===== config.mk =====
export PLATFORM = sky130hd
export DESIGN_NAME = sme_writeback
export DESIGN_NICKNAME = d
export VERILOG_FILES = /design/src/hdl/sme_cfg_pkg.sv /design/src/hdl/sme_op_pkg.sv /design/src/hdl/sme_writeback.sv
export SDC_FILE = /design/constraint.sdc
export NUM_CORES = 1
export LEC_CHECK = 0
export BUFFER_PORTS_ARGS = -buffer_cell sky130_fd_sc_hd__buf_2
export CAP_MARGIN = 20
export CORE_AREA = 2 2 136 138
export DETAILED_ROUTE_END_ITERATION = 8
export DIE_AREA = 0 0 138 140
export SLEW_MARGIN = 20
export SYNTH_ARGS = -nofsm -noshare
export SYNTH_HDL_FRONTEND = slang
export SYNTH_SLANG_ARGS = --single-unit

===== constraint.sdc =====
create_clock -name vclk -period 1.01
set_clock_uncertainty 0.05 [all_clocks]
set_input_delay 0.101 -clock vclk [all_inputs]
set_output_delay 0.101 -clock vclk [all_outputs]
set_load 0.05 [all_outputs]

===== src/hdl/sme_cfg_pkg.sv =====
`default_nettype none

package sme_cfg_pkg;

  // Sizes
  // ------------------------------
  localparam int XLEN  = 32;                       // Share data width
  localparam int SMAX  = 4;                        // Number of share banks
  localparam int NREGS = 16;                       // Registers per bank

  // Mask generator start value, must be nonzero
  localparam logic [31:0] PRNG_SEED = 32'h6a09_e667;

  // Vector types
  // ------------------------------
  typedef logic [XLEN-1:0] sme_data_t;             // One share value
  typedef logic [3:0]      sme_addr_t;             // Register index
  typedef logic [1:0]      sme_bank_t;             // Bank / share select
  typedef logic [2:0]      sme_cnt_t;              // Active shares, 1 to SMAX

  // All shares of one register, index is the share number
  typedef sme_data_t [SMAX-1:0] sme_shares_t;

endpackage

`default_nettype wire

===== src/hdl/sme_op_pkg.sv =====
`default_nettype none

package sme_op_pkg;

  import sme_cfg_pkg::*;

  // Share-wise operations
  typedef enum logic [2:0] {
    OP_XOR    = 3'd0,                              // rd = rs1 ^ rs2 per share
    OP_NOT    = 3'd1,                              // rd = rs2, share 0 inverted
    OP_MASK   = 3'd2,                              // Split share 0 into fresh shares
    OP_UNMASK = 3'd3,                              // Fold all shares into share 0
    OP_REMASK = 3'd4                               // New randomness, same value
  } sme_op_e;

  // Instruction as sent by the core
  typedef struct packed {
    sme_op_e   op;
    sme_addr_t rs1_addr;
    sme_addr_t rs2_addr;
    sme_addr_t rd_addr;
  } sme_instr_t;

  // Decoded smectl word
  typedef struct packed {
    sme_cnt_t  d;                                  // Active share count
    sme_bank_t b;                                  // Bank for load/store port
  } sme_ctl_t;

  // Issue to ALU payload
  typedef struct packed {
    sme_op_e     op;
    sme_addr_t   rd_addr;
    sme_cnt_t    d;                                // Already clamped
    sme_shares_t rs1;
    sme_shares_t rs2;
  } sme_opnd_t;

  // ALU to writeback payload
  typedef struct packed {
    sme_addr_t   rd_addr;
    sme_shares_t rd;
  } sme_wb_t;

endpackage

`default_nettype wire


===== src/hdl/sme_writeback.sv =====
`timescale 1ns/1ps
`default_nettype none

module sme_writeback
  import sme_cfg_pkg::*;
  import sme_op_pkg::*;
(
  input  wire                  wb_valid_i,         // ALU writeback strobe
  input  sme_wb_t              wb_i,               // rd address and shares
  input  wire                  bank_wen_i,         // Bank store strobe
  input  sme_bank_t            bank_sel_i,         // Bank targeted by the store
  input  sme_addr_t            bank_waddr_i,
  input  sme_data_t            bank_wdata_i,
  output logic      [SMAX-1:0] rf_wen_o,           // Per-bank write enable
  output sme_addr_t [SMAX-1:0] rf_addr_o,          // Per-bank write address
  output sme_shares_t          rf_wdata_o,         // Per-bank write data
  output wire                  result_valid_o,
  output sme_data_t            instr_result_o
);

  logic [SMAX-1:0] bank_hit;                       // Store aimed at this bank

  // Write port merge
  // ------------------------------
  always_comb begin
    for (int i = 0; i < SMAX; i++) begin
      bank_hit[i] = bank_wen_i && (bank_sel_i == sme_bank_t'(i));
      rf_wen_o[i] = bank_hit[i] || wb_valid_i;
      if (bank_hit[i]) begin                       // Store wins over ALU
        rf_addr_o[i]  = bank_waddr_i;
        rf_wdata_o[i] = bank_wdata_i;
      end else begin
        rf_addr_o[i]  = wb_i.rd_addr;
        rf_wdata_o[i] = wb_i.rd[i];                // Share i lands in bank i
      end
    end
  end

  // Result back to the core
  assign result_valid_o = wb_valid_i;
  assign instr_result_o = wb_i.rd[0];              // Share 0 only

endmodule

`default_nettype wire


==> results by group, run 1 <==
Outcome
  – Status: complete, but fails checks
  – Failing checks: setup timing

Timing
  – Final setup fails: 148
  – Setup WS post-layout: -0.4559 ns
  – Final hold slack: 0.4526 ns
  – Final worst-path cycle share: 1.451
  – Worst Max-Slew Pin Slew: 0.2620 ns
  – RSZ-0062 raised after global routing: yes
  – Period minus WS final: 1.466 ns
  – Final hold violations: 0
  – Slew headroom: 0.8265
  – Fin. max-slew vios: 0
  – Top achievable clock speed: 0.6822 GHz

Yosys
  – Cells after Synth: 200
  – Post-Syn Area per Cell: 12.54 sq um
  – Synth cell types: 12
  – Synth Warn #: 0
  – Post-synth net total: 372
  – Mapped Area: 0.002509 sq mm
  – Register area share after synthesis: 0

Routing
  – Detailed-route wire length: 15210 um
  – Initial drt markers: 61
  – WL per Instance: 19.66 um
  – Vias post-DR: 3094
  – Final ANT Viol Nets: 0
  – DRC errors left: 0
  – Pre-antenna DRT Iters: 4
  – Vias per cell: 3.997

Critical path
  – CP Max Fanout: 4
  – Worst setup startpoint: bank_sel_i[1]
  – Classification of the worst setup path: in -> out
  – Arrival @ worst endpoint: 1.31 ns
  – CP Launch Type: input pin
  – CP Capture Type: primary output
  – Critical Path RT: 0.86 ns

Floorplan
  – Core ar.: 0.01778 sq mm
  – Rows: 49
  – Die ar.: 0.01932 sq mm
  – Die height: 140 um
  – Chip Width: 138 um
  – I/O pin total: 353
  – Initial core utilization: 0.1411

Placement
  – Placed instance count: 745
  – Dpl hpwl: 9516 um
  – IO buf count: 353
  – GP Congestion: 0.8461

Flow run
  – Max-Cap Viols: 0

Layout
  – Finished Layout Cells: 774
  – CLK BUF: 0
  – Fill cells: 1747
  – Antenna cells: 0
  – Share of cells above drive strength 1: 0.9963
  – Seq Cell Count: 0
  – Layout Nets: 719
  – Seq. cell area: 0 sq um
  – Area Overhead vs Synth: 145.4%
  – Multi-input logic area: 0.002200 sq mm

Clock tree
  – CTS hold repair buffers: 0

Hold path
  – HP Class: in -> out
  – Hold Startpoint: wb_i[31]
  – Hold Crit Depth: 2

Global routing
  – First-pass GRT wire length: 20320 um
  – GRT Util Overall: 0.1341
  – Global route overflow: 0
  – Number of global-route vias before repair: 3240
  – Initial antenna violation count: 1
  – Largest net degree at the start of global routing: 19

Power
  – Static Leak: 3.382 nW
  – Maximum VDD drop: 0.3148 mV
  – PD cells: 761.6 mW/mm^2
where the power goes:
| group | internal (mW) | total (mW) | switching, mW |
|---|---|---|---|
| clock | 0 | 0 | 0 |
| sequential | 0 | 0 | 0 |
| combinational | 2.01 | 4.69 | 2.68 |
routing by layer:
metal | vias up | track usage | part of all wire
met1 | 1493 | 0.1699 | 0.39
met3 | 18 | 0.01573 | 0.061
met5 | - | 0 | 0.00085
met4 | 2 | 0.01343 | 0.012
met2 | 179 | 0.2517 | 0.54
li1 | 1402 | - | -
cell families after synthesis:
group,count (synthesis),synth area share
buffers and inverters,48,0.1955
multiplexers,144,0.7766
AND/OR/NAND/NOR,8,0.02793
synthesized netlist by cell type (all sizes together):
cell	count	area (sq um)
nor3b	1	12.51
mux2	144	1948
buf	48	490.5
nand3	1	17.52
nand3b	2	15.01
nand2b	3	18.77
or2	1	6.260
through the flow:
step | setup slack, ns | util | total power [mW] | setup TNS (ns) | area (sq um)
3_5_place_dp | -0.4809 | 0.2400 | 3.542 | -59.10 | 4268
2_1_floorplan | -0.1232 | - | 2.724 | -8.073 | 2522
5_1_grt | -0.4903 | 0.3463 | 4.822 | -57.64 | 6157
4_1_cts | -0.4668 | 0.3405 | 4.552 | -54.14 | 6053
6_report | -0.4559 | 0.3463 | 4.689 | -52.55 | 6157
3_3_place_gp | -0.4706 | 0.2400 | 3.533 | -58.75 | 4268
path summary, 6_finish.rpt:
check	to	slack, ns
max	rf_wdata_o[29]	-0.46
min	instr_result_o[31]	0.45
layout by cell type (no fill, tap or decap):
cell	netlist	routed
buf_12	8	18
buf_16	0	7
buf_2	0	202
buf_6	6	108
buf_8	1	56
clkbuf_16	0	2
mux2_2	55	17
mux2_4	87	127
nand2b_4	0	3
nand3_4	1	1
nand3b_1	2	2
nor3b_4	0	1
or2_4	0	1
cell type report:
type                       instances  share of cell area
multi-input combinational        152              0.3572
tap                              229             0.04654
timing repair buffer             393              0.5962
repair_timing:
action | in CTS | in global routing
pin swaps | 0 | 1
gates cloned | 13 | 2
setup endpoints to repair | 148 | 148
buffers inserted | 21 | 2
gates resized for setup | 357 | 84
critical path: stages:
cell and delay, ns:
buf_8 0.10, nor3b_4 0.22, buf_12 0.18, buf_16 0.12, buf_8 0.12, mux2_4 0.31, buf_6 0.15
(Power assumes the default switching activity.)
==> run 2, diff against run 1 <==
--- a/config.mk
+++ b/config.mk
@@ -5,6 +5,7 @@
 export SDC_FILE = /design/constraint.sdc
 export NUM_CORES = 1
 export LEC_CHECK = 0
+export ABC_AREA = 1
 export BUFFER_PORTS_ARGS = -buffer_cell sky130_fd_sc_hd__buf_2
 export CAP_MARGIN = 20
 export CORE_AREA = 2 2 136 138
==> run 2 against run 1 <==
Critical endpoint is now rf_wdata_o[38]. Utilization rose by 15 points. Die area did not move. The flow still finishes with violations (setup timing). Cell count rose by 44%. Synthesized cell count rose to 2.7 times the previous value. Global-route usage rose by 5.2 points. Largest cell class unchanged. Cell area rose by 44%. Area after synthesis rose by 0.55%. Sequential share of layout area did not move. Power rose by 33%. Fmax rose by 18%. Critical path type unchanged.
==> results by group, run 2 <==
Outcome
  – Status: complete, but fails checks
  – Failing checks: setup timing

Floorplan
  – Initial core utilization: 0.1419
  – Die height: 140 um
  – Chip Width: 138 um
  – Die ar.: 0.01932 sq mm
  – I/O pin total: 353
  – Core ar.: 0.01778 sq mm
  – Rows: 49

Yosys
  – Register area share after synthesis: 0
  – Synth top area cells: nand2_1 (43%), nand4_1 (27%), buf_4 (10%), buf_2 (7.3%), nand3_1 (7.1%)
  – Mapped Area: 0.002522 sq mm
  – Post-Syn Area per Cell: 4.741 sq um
  – Post-synth net total: 704
  – Synth cell types: 13
  – Synth area leader: nand2_1
  – Most frequent cell after synthesis: nand2_1
  – Cells after Synth: 532
  – Synth Warn #: 0
  – Synth top cells by count: nand2_1 (292), nand4_1 (108), buf_2 (37)
  – Share of the synthesized area in the top cell type: 0.4345

Global routing
  – Number of global-route vias before repair: 5241
  – Largest net degree at the start of global routing: 40
  – Global route overflow: 0
  – First-pass GRT wire length: 29460 um
  – GRT Util Overall: 0.1865
  – Initial antenna violation count: 0

Placement
  – Dpl ws: -0.4008 ns
  – Area of placed instances: 0.005808 sq mm
  – GP Congestion: 0.8199
  – Dpl hpwl: 13150 um
  – Placed instance count: 1067
  – IO buf count: 353

Hold path
  – Hold Startpoint: wb_i[30]
  – Hold Crit Depth: 2
  – HP Class: in -> out
  – Hold-critical path endpoint: instr_result_o[30]

Power
  – Logic gate share of total power: 1.000
  – Sw Ratio: 0.5995
  – Reg power frac: 0
  – PD cells: 706.7 mW/mm^2
  – Total Power: 6.249 mW
  – Clk network pwr share: 0
  – Internal: 2.503 mW
  – Net switching power: 3.746 mW
  – Maximum VDD drop: 0.4295 mV
  – Static Leak: 4.243 nW

Layout
  – Share of cells above drive strength 1: 0.8020
  – Commonest non-fill, non-tap cells in the layout: buf_2 (202), nand2_4 (185), buf_8 (121), nand4_1 (108), nand2_2 (53)
  – Finished Layout Cells: 1113
  – Final Instance Area: 0.008842 sq mm
  – Layout Nets: 1058
  – Antenna cells: 0
  – Seq Cell Count: 0
  – Most common cell after layout, fill and taps aside: buf_2
  – Area Overhead vs Synth: 250.5%
  – CLK BUF: 0
  – Seq. cell area: 0 sq um
  – Fill cells: 1557

Critical path
  – CP max stage delay: 0.18 ns
  – Most common cell on crit path: buf_12
  – Classification of the worst setup path: in -> out
  – Arrival @ worst endpoint: 1.09 ns
  – CP Cell Sequence: buf_12 > buf_8 > nand3_4 > buf_12 > clkbuf_16 > nand2_2 > nand2_4 > buf_6
  – CP Capture Type: primary output
  – Critical Path RT: 0.86 ns
  – CP Launch Type: input pin
  – CP Max Fanout: 5
  – Crit-path slowest cell: buf_12

Timing
  – Worst Max-Slew Pin Slew: 0.4013 ns
  – Setup WS post-layout: -0.2353 ns
  – Period minus WS final: 1.245 ns
  – Final setup fails: 148
  – Final worst-path cycle share: 1.233
  – RSZ-0062 raised after global routing: yes
  – Final hold violations: 0
  – Top achievable clock speed: 0.8030 GHz
  – Fin. max-slew vios: 0
  – Final hold slack: 0.4609 ns
  – Slew headroom: 0.7322

Routing
  – Detailed-route wire length: 23290 um
  – Vias per cell: 4.976
  – Final ANT Viol Nets: 0
  – Initial drt markers: 327
  – DRC errors left: 0
  – Vias post-DR: 5538
  – Pre-antenna DRT Iters: 4
  – WL per Instance: 20.92 um

Clock tree
  – CTS hold repair buffers: 0

Flow run
  – Max-Cap Viols: 0
==> run 2: cell count changes after synthesis, moves of 3 or more <==
cell and change:
nand3_1 +36, nand4_1 +108, mux2_4 -87, nand2b_1 -3, nand2_1 +292, mux2_2 -55, clkbuf_1 +13, buf_6 -6
buf_12 -8, buf_1 +4, buf_2 +37
==> run 2: final cells by class <==
type,instances,area [sq um],area share
inverters,3,26.28,0.002972
multi-input cells,441,3756,0.4248
well taps,229,286.5,0.03240
repair buffers,440,4773,0.5398
==> run 2: per-stage QoR <==
| step | TNS, ns | util |
|---|---|---|
| 3_3_place_gp | -42.45 | 0.3267 |
| 5_1_grt | -28.46 | 0.4973 |
| 4_1_cts | -21.85 | 0.4381 |
| 3_5_place_dp | -43.31 | 0.3267 |
| 2_1_floorplan | -3.048 | - |
| 6_report | -23.67 | 0.4973 |
==> run 2: worst max-delay path: cells and delay by family <==
family | cells | cell delay, ns
buffers and inverters | 5 | 0.70
AND/OR/NAND/NOR | 3 | 0.28
==> run 2: power by group through the flow <==
stage	Clock, mW	Sequential [mW]	Combinational, mW
final	0	0	6.25
after global routing	0	0	6.46
after CTS	0	0	5.59
after detailed placement	0	0	4.39
after global placement	0	0	4.38
after floorplan	0	0	3.27
==> run 2: cell families after synthesis <==
group | after synthesis | share of synthesized area
buffers and inverters | 91 | 0.2044
AND/OR/NAND/NOR | 441 | 0.7956
==> run 2: worst max-delay path by stage <==
| stage | end | startpoint |
|---|---|---|
| floorplan | rf_wdata_o[101] | bank_wen_i |
| global placement | rf_wen_o[3] | bank_sel_i[0] |
| detailed placement | rf_wen_o[3] | bank_sel_i[0] |
| CTS | rf_wdata_o[0] | bank_sel_i[1] |
| global route | rf_wdata_o[38] | bank_sel_i[0] |
| finish | rf_wdata_o[38] | bank_sel_i[0] |
==> run 2: layer usage <==
metal,global-route usage,vias up,part of all wire
met5,0,-,0
met4,0.04296,0,0.031
met3,0.02427,54,0.067
met2,0.3544,331,0.53
met1,0.2219,2653,0.37
li1,-,2500,-
==> run 2: what timing repair did <==
action / 4_1_cts / 5_1_grt
cloned: 13 / 13
gates resized for setup: 429 / 188
setup buffers: 18 / 4
setup endpoints to repair: 148 / 148
pin swaps: 16 / 53
==> run 3, diff against run 2 <==
--- a/config.mk
+++ b/config.mk
@@ -11,6 +11,7 @@
 export CORE_AREA = 2 2 136 138
 export DETAILED_ROUTE_END_ITERATION = 8
 export DIE_AREA = 0 0 138 140
+export SKIP_LAST_GASP = 1
 export SLEW_MARGIN = 20
 export SYNTH_ARGS = -nofsm -noshare
 export SYNTH_HDL_FRONTEND = slang
==> run 3 against run 2 <==
The run still ends with setup timing left. Sequential cell count unchanged. Sequential share of layout area unchanged. First-iteration DRC count decreased by 20%. Utilization decreased by 0.82 points. Wire length decreased by 0.40%. Fmax decreased by 0.67%. Via count increased by 0.61%. Die area unchanged. Largest power group unchanged.
==> results by group, run 3 (synthesis gave the netlist of run 2 again) <==
Outcome
  – Status: complete, but fails checks
  – Failing checks: setup timing

Critical path
  – CP max stage delay: 0.19 ns
  – CP Cell Sequence: buf_16 > buf_12 > nand3_4 > buf_12 > buf_16 > nand2_4 > nand2_2 > buf_8
  – CP Max Fanout: 6
  – Arrival @ worst endpoint: 1.10 ns
  – CP Capture Type: primary output
  – Classification of the worst setup path: in -> out
  – Worst path top cell family by delay: buffers and inverters
  – Crit path buffers/inverters: 5
  – CP Launch Type: input pin
  – Crit-path slowest cell: buf_12
  – Critical Path RT: 0.86 ns

Floorplan
  – Core ar.: 0.01778 sq mm
  – Die ar.: 0.01932 sq mm
  – Rows: 49
  – Die height: 140 um
  – Chip Width: 138 um
  – I/O pin total: 353
  – Initial core utilization: 0.1419

Power
  – PD cells: 707.3 mW/mm^2
  – Static Leak: 4.202 nW
  – Maximum VDD drop: 0.4199 mV
  – Total Power: 6.151 mW

Global routing
  – Initial antenna violation count: 1
  – First-pass GRT wire length: 29150 um
  – Largest net degree at the start of global routing: 40
  – Number of global-route vias before repair: 5184
  – Global route overflow: 0
  – GRT Util Overall: 0.1848

Timing
  – Setup WS post-layout: -0.2437 ns
  – Top achievable clock speed: 0.7976 GHz
  – Slew headroom: 0.7276
  – Fin. max-slew vios: 0
  – RSZ-0062 raised after global routing: yes
  – Final worst-path cycle share: 1.241
  – Period minus WS final: 1.254 ns
  – Final hold slack: 0.4571 ns
  – Final hold violations: 0
  – Final setup fails: 148
  – Worst Max-Slew Pin Slew: 0.4081 ns

Routing
  – Detailed-route wire length: 23190 um
  – DRC errors left: 0
  – Vias post-DR: 5572
  – Final ANT Viol Nets: 0
  – Initial drt markers: 263
  – Pre-antenna DRT Iters: 6
  – Vias per cell: 5.002
  – WL per Instance: 20.82 um

Layout
  – Fill cells: 1574
  – CLK BUF: 0
  – Final Instance Area: 0.008696 sq mm
  – Finished Layout Cells: 1114
  – Share of cells above drive strength 1: 0.7907
  – Seq Cell Count: 0
  – Layout Nets: 1058
  – Area Overhead vs Synth: 244.7%
  – Commonest non-fill, non-tap cells in the layout: nand2_4 (202), buf_2 (202), nand4_1 (108), buf_8 (100), buf_6 (59)
  – Multi-input logic area: 0.003777 sq mm
  – Seq. cell area: 0 sq um

Placement
  – Dpl ws: -0.4008 ns
  – IO buf count: 353
  – GP Congestion: 0.8199
  – Placed instance count: 1067
  – Dpl hpwl: 13150 um
  – Area of placed instances: 0.005808 sq mm

Flow run
  – Max-Cap Viols: 0

Hold path
  – HP Class: in -> out
## run 3: cell types whose count changed in the layout (fill, tap and decap cells not counted), sizes merged
cell / before / now
buf: 430 / 432
diode: 0 / 1
clkbuf: 10 / 8
## run 3: worst paths after layout
check | from | endpoint | cells past startpoint
setup / recovery | bank_wen_i | rf_wdata_o[64] | 8
hold / removal | wb_i[21] | instr_result_o[21] | 2
## run 3: through the flow
stage,TNS [ns],util
2_1_floorplan,-3.048,-
3_3_place_gp,-42.45,0.3267
4_1_cts,-23.35,0.4240
3_5_place_dp,-43.31,0.3267
5_1_grt,-30.49,0.4891
6_report,-24.47,0.4891
## run 3: final cells by class
class                           count  share of cell area
Antenna cell                        1           0.0002878
Inverter                            3            0.003022
Multi-Input combinational cell    441              0.4344
Tap cell                          229             0.03295
Timing Repair Buffer              440              0.5294
## run 3: what timing repair did
item,in CTS,in global routing
cloned,13,10
setup endpoints to repair,148,148
setup buffers,18,7
resized for setup,360,231
hold buffers,0,0
pin swaps,9,32
## run 3: routing by layer
metal	global-route usage	vias up	share of wire
met5	0	-	0
met4	0.04082	0	0.030
met3	0.01983	54	0.063
met2	0.3523	358	0.55
met1	0.2223	2663	0.36
li1	-	2497	-
## run 3: power breakdown
| part | internal, mW | switching, mW | leakage (nW) |
|---|---|---|---|
| registers | 0 | 0 | 0 |
| clock network | 0.000000132 | 0 | 0.00000634 |
| logic | 2.42 | 3.73 | 4.20 |
