### config.mk
export PLATFORM = sky130hd
export DESIGN_NAME = sme_issue
export DESIGN_NICKNAME = d
export VERILOG_FILES = /design/src/hdl/sme_cfg_pkg.sv /design/src/hdl/sme_op_pkg.sv /design/src/hdl/sme_issue.sv
export SDC_FILE = /design/constraint.sdc
export NUM_CORES = 1
export LEC_CHECK = 0
export BUFFER_PORTS_ARGS = -buffer_cell sky130_fd_sc_hd__buf_4
export CAP_MARGIN = 20
export CORE_AREA = 5 5 213 215
export DETAILED_ROUTE_END_ITERATION = 10
export DIE_AREA = 0 0 218 220
export GPL_TIMING_DRIVEN = 1
export PLACE_DENSITY_LB_ADDON = 0.15
export SYNTH_ARGS = -nofsm -noshare
export SYNTH_HDL_FRONTEND = slang
export SYNTH_SLANG_ARGS = --single-unit
### constraint.sdc
create_clock -name g_clk_i -period 0.8 [get_ports g_clk_i]
set_input_delay 0 -clock g_clk_i [delete_from_list [all_inputs] [get_ports g_clk_i]]
set_output_delay 0 -clock g_clk_i [all_outputs]
set_load 0.005 [all_outputs]
### src/hdl/sme_cfg_pkg.sv
`default_nettype none

package sme_cfg_pkg;

  // Sizes
  // ------------------------------
  localparam int XLEN  = 32;                       // Share data width
  localparam int SMAX  = 4;                        // Number of share banks
  localparam int NREGS = 16;                       // Registers per bank

  // Mask generator start value, must be nonzero
  localparam logic [31:0] PRNG_SEED = 32'h6a09_e667;

  // Vector types
  // ------------------------------
  typedef logic [XLEN-1:0] sme_data_t;             // One share value
  typedef logic [3:0]      sme_addr_t;             // Register index
  typedef logic [1:0]      sme_bank_t;             // Bank / share select
  typedef logic [2:0]      sme_cnt_t;              // Active shares, 1 to SMAX

  // All shares of one register, index is the share number
  typedef sme_data_t [SMAX-1:0] sme_shares_t;

endpackage

`default_nettype wire
### src/hdl/sme_op_pkg.sv
`default_nettype none

package sme_op_pkg;

  import sme_cfg_pkg::*;

  // Share-wise operations
  typedef enum logic [2:0] {
    OP_XOR    = 3'd0,                              // rd = rs1 ^ rs2 per share
    OP_NOT    = 3'd1,                              // rd = rs2, share 0 inverted
    OP_MASK   = 3'd2,                              // Split share 0 into fresh shares
    OP_UNMASK = 3'd3,                              // Fold all shares into share 0
    OP_REMASK = 3'd4                               // New randomness, same value
  } sme_op_e;

  // Instruction as sent by the core
  typedef struct packed {
    sme_op_e   op;
    sme_addr_t rs1_addr;
    sme_addr_t rs2_addr;
    sme_addr_t rd_addr;
  } sme_instr_t;

  // Decoded smectl word
  typedef struct packed {
    sme_cnt_t  d;                                  // Active share count
    sme_bank_t b;                                  // Bank for load/store port
  } sme_ctl_t;

  // Issue to ALU payload
  typedef struct packed {
    sme_op_e     op;
    sme_addr_t   rd_addr;
    sme_cnt_t    d;                                // Already clamped
    sme_shares_t rs1;
    sme_shares_t rs2;
  } sme_opnd_t;

  // ALU to writeback payload
  typedef struct packed {
    sme_addr_t   rd_addr;
    sme_shares_t rd;
  } sme_wb_t;

endpackage

`default_nettype wire

### src/hdl/sme_issue.sv
`timescale 1ns/1ps
`default_nettype none

module sme_issue
  import sme_cfg_pkg::*;
  import sme_op_pkg::*;
(
  input  wire         g_clk_i,                     // Global clock
  input  wire         rst_n_i,                     // Async reset, active low
  input  wire         instr_valid_i,               // One-cycle instruction strobe
  input  sme_instr_t  instr_i,                     // Valid with the strobe only
  input  sme_ctl_t    ctl_i,                       // smectl, stable in flight
  input  sme_shares_t rs1_shares_i,                // rs1 from every bank
  input  sme_shares_t rs2_shares_i,                // rs2 from every bank
  output sme_addr_t   rs1_addr_o,
  output sme_addr_t   rs2_addr_o,
  output wire         opnd_valid_o,
  output sme_opnd_t   opnd_o
);

  logic      opnd_valid_q;
  sme_opnd_t opnd_q;
  sme_cnt_t  d_clamp;

  // Banks are addressed straight from the incoming instruction
  assign rs1_addr_o = instr_i.rs1_addr;
  assign rs2_addr_o = instr_i.rs2_addr;

  // Keep d inside 1..SMAX
  always_comb begin
    d_clamp = ctl_i.d;
    if (ctl_i.d == '0) begin
      d_clamp = sme_cnt_t'(1);                     // Zero shares acts as one
    end else if (ctl_i.d > sme_cnt_t'(SMAX)) begin
      d_clamp = sme_cnt_t'(SMAX);
    end
  end

  always_ff @(posedge g_clk_i or negedge rst_n_i) begin
    if (!rst_n_i) begin
      opnd_valid_q <= 1'b0;
    end else begin
      opnd_valid_q <= instr_valid_i;               // Strobe, one stage later
    end
  end

  // Operand capture
  always_ff @(posedge g_clk_i) begin
    if (instr_valid_i) begin
      opnd_q.op      <= instr_i.op;
      opnd_q.rd_addr <= instr_i.rd_addr;
      opnd_q.d       <= d_clamp;
      opnd_q.rs1     <= rs1_shares_i;
      opnd_q.rs2     <= rs2_shares_i;
    end
  end

  assign opnd_valid_o = opnd_valid_q;
  assign opnd_o       = opnd_q;

endmodule

`default_nettype wire

==> impl_results.md, run 1 <==
* Area growth syn-to-layout at 113%
* CP cell instances: buf_6
* Vias in the first global route at 6710
* Worst setup SP type: flop
* Starting Density at 18.7%
* Largest net degree at the start of global routing at 48
* Distinct cells, synth at 10
* Routed wire per std cell at 16.7 um
* Placed inst area at 13200 um2
* Hold depth at 5
* Final setup fails at 268
* Total GRT Usage at 11.2%
* Max Cap Viol at 0
* Syn Inst Count at 284
* Fin nets at 1423
* Logic gate share of total power at 13.8%
* Ports at 554
* Worst slew pin tran at 273 ps
* Port Buffers at 535
* Antenna violations before repair at 1
* Crit path buf inv count at 1
* GRT Residual Overflow at 0
* Endpoint, Worst Hold: opnd_o[258]
* Setup CP Type: flop to primary output
* P_int at 27.7 mW
* CP Data Required Time at 800 ps
* First-pass GRT wire length at 41200 um
* Final Non-Filler Cells at 1759
* Ratio of final minimum period to clock period at 140%
* Fin. max-slew vios at 0
* Yosys reg bits at 267
* Failing checks: hold timing, setup timing
* Die height at 220 um
* Worst Hold Margin at -1.01 ps
* Largest delay share family, worst path: flip-flops
* Worst Setup Slack, final at -318 ps
* Synthesized Nets at 565
* Crit path max-delay cell type: edfxtp_1
* Root Buffer: clkbuf_16
* Top cell type's share of synthesized area at 98.2%
* CP max FO at 1
* Hold Crit Start: ctl_i[3]
* Die width at 218 um
* Area of the mapped netlist at 8140 um2
* Final GP Congestion at 0.730
* HPWL after DPL at 21700 um
* Register area share after synthesis at 98.5%
* Share of layout cells above drive strength 1 at 52.6%
* H-tree level count at 1
* CTS max path bufs at 3
* Post-layout min period at 1120 ps
* Psw at 7.45 mW
* Sequential Power Share at 48.5%
* Final ANT Viol Nets at 0
* Total routed wirelength at 29400 um
* Drt drc at 0
* Largest cells by area after synthesis: edfxtp_1 98%, buf_4 0.74%, dfrtp_1 0.31%
* Sw frac at 21.2%
* Power density over the cells at 2030 nW/um2
* Slew HR at 81.8%
* Fmax at 0.895 GHz
* Final hold violations at 1
* Final Cell Area at 17300 um2
* Clock network fraction of design power at 37.7%
* Critical Path Sink Type: primary output
* Max incr delay on CP at 430 ps
* Synth Warn # at 0
* Synth Area per Inst at 28.6 um2
* Max rail drop VDD at 0.00166 V
* Vias at 6111
* First-pass iteration count of the detailed router at 4
* Clock sinks at 267
* Std-Cell Rows at 77
* Die area at 48000 um2
* CP Data Arrival Time at 1120 ps
* Unrepaired setup endpoints after global routing: yes
* Status: finished, violations left
* DR vias/cell at 3.47
* Dpl cells at 1430
* Hold crit path type: primary input to flop
* CTS tree: yes
* DR iter-0 viols at 183
* Core box area at 43500 um2
* Leakage at 7.18 nW
* CTS Buf Count at 31
* CTS clk-pin slew, worst paths at 60 ps
* Cell taking the most area after synthesis: edfxtp_1
-- synthesized netlist by cell type (all sizes together) --
| master | count |
|---|---|
| a21o | 1 |
| or2 | 1 |
| ha | 2 |
| buf | 8 |
| nor2 | 2 |
| inv | 2 |
| dfrtp | 1 |
| and2 | 1 |
| edfxtp | 266 |
-- power by group through the flow --
stage               sequential, mW  combinational [mW]  clock (mW)
floorplan                     17.4              0.0527           0
global placement              17.2                3.53           0
detailed placement            17.2                3.51           0
CTS                           17.0                4.84        13.8
global route                  17.1                5.18        14.4
finish                        17.0                4.87        13.2
-- flip-flops by register name, indices dropped and copies added (netlist names) --
register and cells:
opnd_valid_o 1, opnd_o 266
-- timing repair --
item | 4_1_cts | 5_1_grt
hold endpoints to repair | 366 | 2
hold buffers | 269 | 2
setup endpoints to repair | 267 | 463
buffers inserted | 0 | 1
resized for setup | 85 | 48
gates cloned | 0 | 1
-- cells in the final DEF (no fill, tap or decap), drive strengths merged --
cell	synthesis	routed
and2	1	1
clkbuf	0	37
diode	0	1
dfrtp	1	1
clkinvlp	0	3
or2	1	1
a21o	1	1
nor2	2	2
edfxtp	266	266
buf	8	563
clkinv	0	16
inv	2	2
bufinv	0	2
dlymetal6s4s	0	1
ha	2	2
dlygate4sd3	0	268
-- through the flow --
stage	power (mW)	utilization, %	worst slack (ps)	hold WS (ps)	TNS (ps)
after floorplan	17.4	-	-53.8	-296	-53.8
after global placement	20.7	30.2	-200	-222	-378
after detailed placement	20.7	30.2	-190	-223	-341
after CTS	35.6	39.3	-371	0.0346	-81490
after global routing	36.7	39.8	-375	0.0366	-83310
final	35.2	39.8	-318	-1.01	-67810
-- area by class of cell --
| type | instances | area (um2) |
|---|---|---|
| fillers | 4085 | 26200 |
| flip-flops and latches | 267 | 8010 |
| multi-input cells | 7 | 56.3 |
| clock buffers | 36 | 795 |
| well taps | 592 | 741 |
| inverters | 2 | 7.51 |
| repair buffers | 833 | 7560 |
| clock inverters | 21 | 154 |
| diodes | 1 | 2.50 |
-- routing by layer --
layer | global-route usage (%) | wire length, um
met5 | 0 | 0
met4 | 3.71 | 766
met3 | 4.22 | 2760
met2 | 20.2 | 15500
met1 | 12.0 | 10400
-- how the worst max path moves through the flow --
stage / from / endpoint / depth (start not counted)
finish: opnd_o[0] / opnd_o[0] / 1
global route: opnd_o[131] / opnd_o[131] / 1
CTS: opnd_o[131] / opnd_o[131] / 1
detailed placement: ctl_i[2] / opnd_o[257] / 5
global placement: ctl_i[2] / opnd_o[257] / 5
floorplan: ctl_i[2] / opnd_o[257] / 4
-- kinds of logic (layout without fill, tap and decap cells) --
family	after synthesis	after routing	synth area share (%)
flops	267	267	98.5
fa+ha+maj	2	2	0.308
simple gates	4	4	0.277
compound gates	1	1	0.108
other cells	0	1	0
buf+inv	10	892	0.830
Power figures use the tool's default switching activity.
==> run 2: changes to the inputs <==
- CAP_MARGIN: 20 -> 40
- PLACE_DENSITY_LB_ADDON: 0.15 -> 0.1
==> run 2 against run 1 <==
Utilization fell by 0.27 points. Final cell count fell by 0.91%. The run still ends with hold timing, setup timing left. Clock-buffer cell count rose by 6. Critical path type unchanged. Global-route usage rose by 0.28 points. Worst hold slack got worse by 97 ps. Die area did not move. Largest cell class unchanged. First-iteration DRC count rose by 0.55%. Setup slack got worse by 8.3 ps. Non-clock buffer count fell by 13. Clock power fell by 5%. Maximum frequency fell by 0.74%. Via count fell by 1.1%.
==> impl_results.md, run 2 (synthesis gave the netlist of run 1 again) <==
* Status: finished, violations left
* DR vias/cell at 3.47 (-0.21%)
* Antenna violations before repair at 2 (+1)
* Fin nets at 1410 (-0.91%)
* H-tree level count at 1 (unchanged)
* Commonest non-fill, non-tap cell in the layout: buf_4
* Power density over the cells at 2000 nW/um2 (-1.4%)
* Total GRT Usage at 11.4% (+0.28 points)
* Ports at 554 (unchanged)
* Vias in the first global route at 6690 (-0.30%)
* Die height at 220 um (unchanged)
* Dpl ws at -217 ps (-27.6 ps)
* Hold crit path type: primary input to flop
* Routed met1 length at 10600 um (+2.2%)
* Vias at 6043 (-1.1%)
* Leakage at 7.08 nW (-1.3%)
* Power Total at 34.4 mW (-2.1%)
* Crit path buf inv count at 1 (unchanged)
* Commonest non-fill, non-tap cells in the layout: 387 x buf_4, 270 x dlygate4sd3_1, 266 x edfxtp_1
* Fmax at 0.888 GHz (-0.74%)
* CTS max path bufs at 3 (unchanged)
* CP Data Required Time at 800 ps (about the same)
* Worst slew pin tran at 250 ps (-22.8 ps)
* Area growth syn-to-layout at 111%
* Routed wire per std cell at 17.1 um (+2.3%)
* Total routed wirelength at 29800 um (+1.3%)
* Die area at 48000 um2 (unchanged)
* Setup CP Type: flop to primary output
* Fin. max-slew vios at 0 (unchanged)
* First-pass GRT wire length at 41700 um (+1.2%)
* Met2 WL at 15600 um (+0.91%)
* Starting Density at 18.7% (unchanged)
* Slew HR at 83.3% (+1.5 points)
* Max rail drop VDD at 0.00152 V (-8.3%)
* Crit path max-delay cell type: edfxtp_1
* Worst setup SP type: flop
* CP max FO at 1 (unchanged)
* CTS clk-pin slew, worst paths at 60 ps (about the same)
* Core box area at 43500 um2 (unchanged)
* Critical Path Sink Type: primary output
* Worst Hold Margin at -97.5 ps (-96.5 ps)
* Largest net degree at the start of global routing at 36 (-25%)
* Top layer in use: met4
* Max Cap Viol at 0 (unchanged)
* Final hold violations at 64 (+63)
* Final GP Congestion at 0.740 (+1.5%)
* Drt drc at 0 (unchanged)
* CTS Buf Count at 31 (unchanged)
* HPWL after DPL at 22400 um (+3.5%)
* Max incr delay on CP at 420 ps (about the same)
* Worst Setup Slack, final at -326 ps (-8.28 ps)
* Final ANT Viol Nets at 0 (unchanged)
* Ratio of final minimum period to clock period at 141% (+1.0 points)
* Port Buffers at 535 (unchanged)
* Unrepaired setup endpoints after global routing: yes
* CP cell instances: buf_6
* DR iter-0 viols at 184 (+0.55%)
* Largest delay share family, worst path: flip-flops
* Die width at 218 um (unchanged)
* CTS tree: yes
* GRT Residual Overflow at 0 (unchanged)
* Max FFs per register at 266 (unchanged)
* Post-layout min period at 1130 ps (+8.28 ps)
* CP Data Arrival Time at 1130 ps (about the same)
* Clock sinks at 267 (unchanged)
* Std-Cell Rows at 77 (unchanged)
* First-pass iteration count of the detailed router at 4 (unchanged)
* Metal3 WL at 2740 um (-0.54%)
* Failing checks: hold timing, setup timing
* Share of layout cells above drive strength 1 at 51.3% (-1.2 points)
* Root Buffer: clkbuf_16
* Final setup fails at 267 (-0.37%)
* Setup Total Neg Slack at -69920 ps (-2110 ps)
-- run 2: cell types whose count changed in the layout (fill, tap and decap cells not counted), sizes merged --
| cell | before | now |
|---|---|---|
| buf | 563 | 550 |
| bufinv | 2 | 0 |
| clkbuf | 37 | 42 |
| clkinv | 16 | 10 |
| clkinvlp | 3 | 1 |
| diode | 1 | 2 |
| dlygate4sd3 | 268 | 270 |
| dlymetal6s4s | 1 | 0 |
-- run 2: path summary, 6_finish.rpt --
| kind | from | endpoint | slack, ps | depth (start not counted) |
|---|---|---|---|---|
| setup / recovery | opnd_o[152] | opnd_o[152] | -330 | 1 |
| hold / removal | instr_valid_i | opnd_valid_o | -100 | 2 |
| max in group asynchronous | rst_n_i | opnd_valid_o | 420 | 3 |
| min in group asynchronous | rst_n_i | opnd_valid_o | 270 | 3 |
-- run 2: per-layer routing --
metal	up-vias	global-route usage [%]
li1	2843	-
met1	2860	12.6
met2	289	20.6
met3	51	4.46
met4	0	3.24
met5	-	0
-- run 2: stage by stage --
stage | cells | utilization, % | hold WS, ps | area (um2)
2_1_floorplan | 284 | - | -296 | 8140
3_3_place_gp | 1419 | 30.0 | -224 | 13100
3_5_place_dp | 1419 | 30.0 | -224 | 13100
4_1_cts | 1741 | 39.0 | -140 | 17000
5_1_grt | 1742 | 39.5 | -124 | 17200
6_report | 1743 | 39.5 | -97.5 | 17200
-- run 2: repair_timing --
action | CTS | global route
resized for setup | 96 | 58
hold buffers | 269 | 4
endpoints found under the setup margin | 267 | 275
buffers inserted | 0 | 0
hold endpoints to repair | 480 | 181
-- run 2: report_power, final --
group | total [mW] | internal (mW) | switching, mW
combinational | 4.88 | 3.36 | 1.52
sequential | 17.1 | 16.6 | 0.412
clock | 12.5 | 7.04 | 5.43
-- run 2: area by class of cell --
cell class / count / area [um2]
clock inverter: 11 / 51.3
antenna: 2 / 5.00
sequential: 267 / 8010
inverter: 2 / 7.51
clock buffer: 42 / 817
fill: 4132 / 26300
timing repair buffer: 820 / 7520
tap: 592 / 741
multi-input combinational: 7 / 56.3
==> run 3: changes to the inputs <==
- SKIP_LAST_GASP: unset -> 1
==> run 3 against run 2 <==
The run still ends with hold timing, setup timing left. Combinational power barely moved. Clock power barely moved. Sequential power is essentially flat. Total power about the same. Critical path depth unchanged. Global-route usage unchanged. Sequential share of layout area up 0.082 points. First-iteration DRC count decreased by 2.7%. Final area decreased by 0.17%. Worst hold slack barely moved. Die area is the same. Via count is 0.13% lower. Critical endpoint unchanged.
==> impl_results.md, run 3 (synthesis gave the netlist of run 1 again) <==
* Final Non-Filler Cells at 1743 (unchanged)
* Core box area at 43500 um2 (unchanged)
* Commonest non-fill, non-tap cells in the layout: 395 x buf_4, 270 x dlygate4sd3_1, 266 x edfxtp_1
* Antenna violations before repair at 2 (unchanged)
* Vias in the first global route at 6690 (unchanged)
* CP Data Required Time at 800 ps (about the same)
* Largest net degree at the start of global routing at 36 (unchanged)
* GRT Residual Overflow at 0 (unchanged)
* Failing checks: hold timing, setup timing
* Setup Total Neg Slack at -69940 ps (-21.8 ps)
* Max rail drop VDD at 0.00152 V (unchanged)
* Post-CTS Setup Inserts at 0 (unchanged)
* First-pass GRT wire length at 41700 um (unchanged)
* DR vias/cell at 3.46 (-0.13%)
* Final hold violations at 64 (unchanged)
* Final Cell Area at 17200 um2 (-0.17%)
* Hold crit path type: primary input to flop
* Slew HR at 83.3% (unchanged)
* HPWL after DPL at 22400 um (unchanged)
* Final ANT Viol Nets at 0 (unchanged)
* CP cell instances: buf_6
* Port Buffers at 535 (unchanged)
* Routed wire per std cell at 17.1 um (about the same)
* Fmax at 0.888 GHz (unchanged)
* Die width at 218 um (unchanged)
* Unrepaired setup endpoints after global routing: yes
* Commonest non-fill, non-tap cell in the layout: buf_4
* Max Cap Viol at 0 (unchanged)
* Die area at 48000 um2 (unchanged)
* Max FFs per register at 266 (unchanged)
* Setup CP Type: flop to primary output
* CTS Buf Count at 31 (unchanged)
* Dpl cells at 1419 (unchanged)
* Ratio of final minimum period to clock period at 141% (unchanged)
* Total GRT Usage at 11.4% (unchanged)
* Placed inst area at 13100 um2 (unchanged)
* Status: finished, violations left
* Leakage at 7.07 nW (-0.14%)
* Power Total at 34.4 mW (about the same)
* Critical Path Sink Type: primary output
* Worst Hold Margin at -97.5 ps (+0.000400 ps)
* Share of layout cells above drive strength 1 at 51.3% (unchanged)
* CTS tree: yes
* Worst slew pin tran at 250 ps (unchanged)
* CP Data Arrival Time at 1130 ps (about the same)
* First-pass iteration count of the detailed router at 4 (unchanged)
* Crit path max-delay cell type: edfxtp_1
* Final setup fails at 267 (unchanged)
* Crit path buf inv count at 1 (unchanged)
* Largest delay share family, worst path: flip-flops
* Fin. max-slew vios at 0 (unchanged)
* Clock sinks at 267 (unchanged)
* Grt met3 use at 4.46% (unchanged)
* Drt drc at 0 (unchanged)
* Power density over the cells at 2000 nW/um2 (+0.10%)
* Vias at 6035 (-0.13%)
* CTS max path bufs at 3 (unchanged)
* GRT met2 Usage at 20.6% (unchanged)
* Final GP Congestion at 0.740 (unchanged)
* GR peak layer: met2
* Std-Cell Rows at 77 (unchanged)
* Total routed wirelength at 29700 um (about the same)
* Ports at 554 (unchanged)
* Fin nets at 1410 (unchanged)
* H-tree level count at 1 (unchanged)
* Max incr delay on CP at 420 ps (about the same)
* Area growth syn-to-layout at 111%
* Worst Setup Slack, final at -326 ps (unchanged)
* Post-layout min period at 1130 ps (unchanged)
* CP max FO at 1 (unchanged)
* Met1 GRT Util at 12.6% (unchanged)
* Root Buffer: clkbuf_16
* Die height at 220 um (unchanged)
* Starting Density at 18.7% (unchanged)
* DR iter-0 viols at 179 (-2.7%)
* CTS clk-pin slew, worst paths at 60 ps (about the same)
* Worst setup SP type: flop
-- run 3: cell types whose count changed in the layout (fill, tap and decap cells not counted) --
cell   change
buf_4      +8
buf_6      -8
-- run 3: per-stage QoR --
stage               worst slack (ps)  utilization, %
finish                          -326            39.4
global route                    -383            39.4
CTS                             -393            39.0
detailed placement              -217            30.0
global placement                -203            30.0
floorplan                      -53.8               -
-- run 3: what timing repair did --
item,in CTS,in global routing
gates resized for setup,93,53
endpoints found under the setup margin,267,275
hold buffers,269,4
endpoints found under the hold margin,480,181
-- run 3: layout make-up --
cell class / count / area, um2
fillers: 4137 / 26400
flip-flops and latches: 267 / 8010
repair buffers: 820 / 7490
clock buffers: 42 / 817
well taps: 592 / 741
multi-input cells: 7 / 56.3
clock inverters: 11 / 51.3
inverters: 2 / 7.51
diodes: 2 / 5.00
-- run 3: power by group --
part	switching [mW]	internal, mW	total, mW
Clock	5.43	7.04	12.5
Combinational	1.52	3.34	4.86
Sequential	0.407	16.6	17.1
-- run 3: per-layer routing --
| layer | routed length [um] | share of wire, % |
|---|---|---|
| met4 | 800 | 2.7 |
| met2 | 15600 | 52 |
| met1 | 10600 | 36 |
| met5 | 0 | 0 |
| met3 | 2750 | 9.2 |
-- run 3: final timing paths --
| path | from | endpoint | slack (ps) | cells after the start |
|---|---|---|---|---|
| max | opnd_o[152] | opnd_o[152] | -330 | 1 |
| min | instr_valid_i | opnd_valid_o | -100 | 2 |
| max in group asynchronous | rst_n_i | opnd_valid_o | 420 | 3 |
| min in group asynchronous | rst_n_i | opnd_valid_o | 270 | 3 |
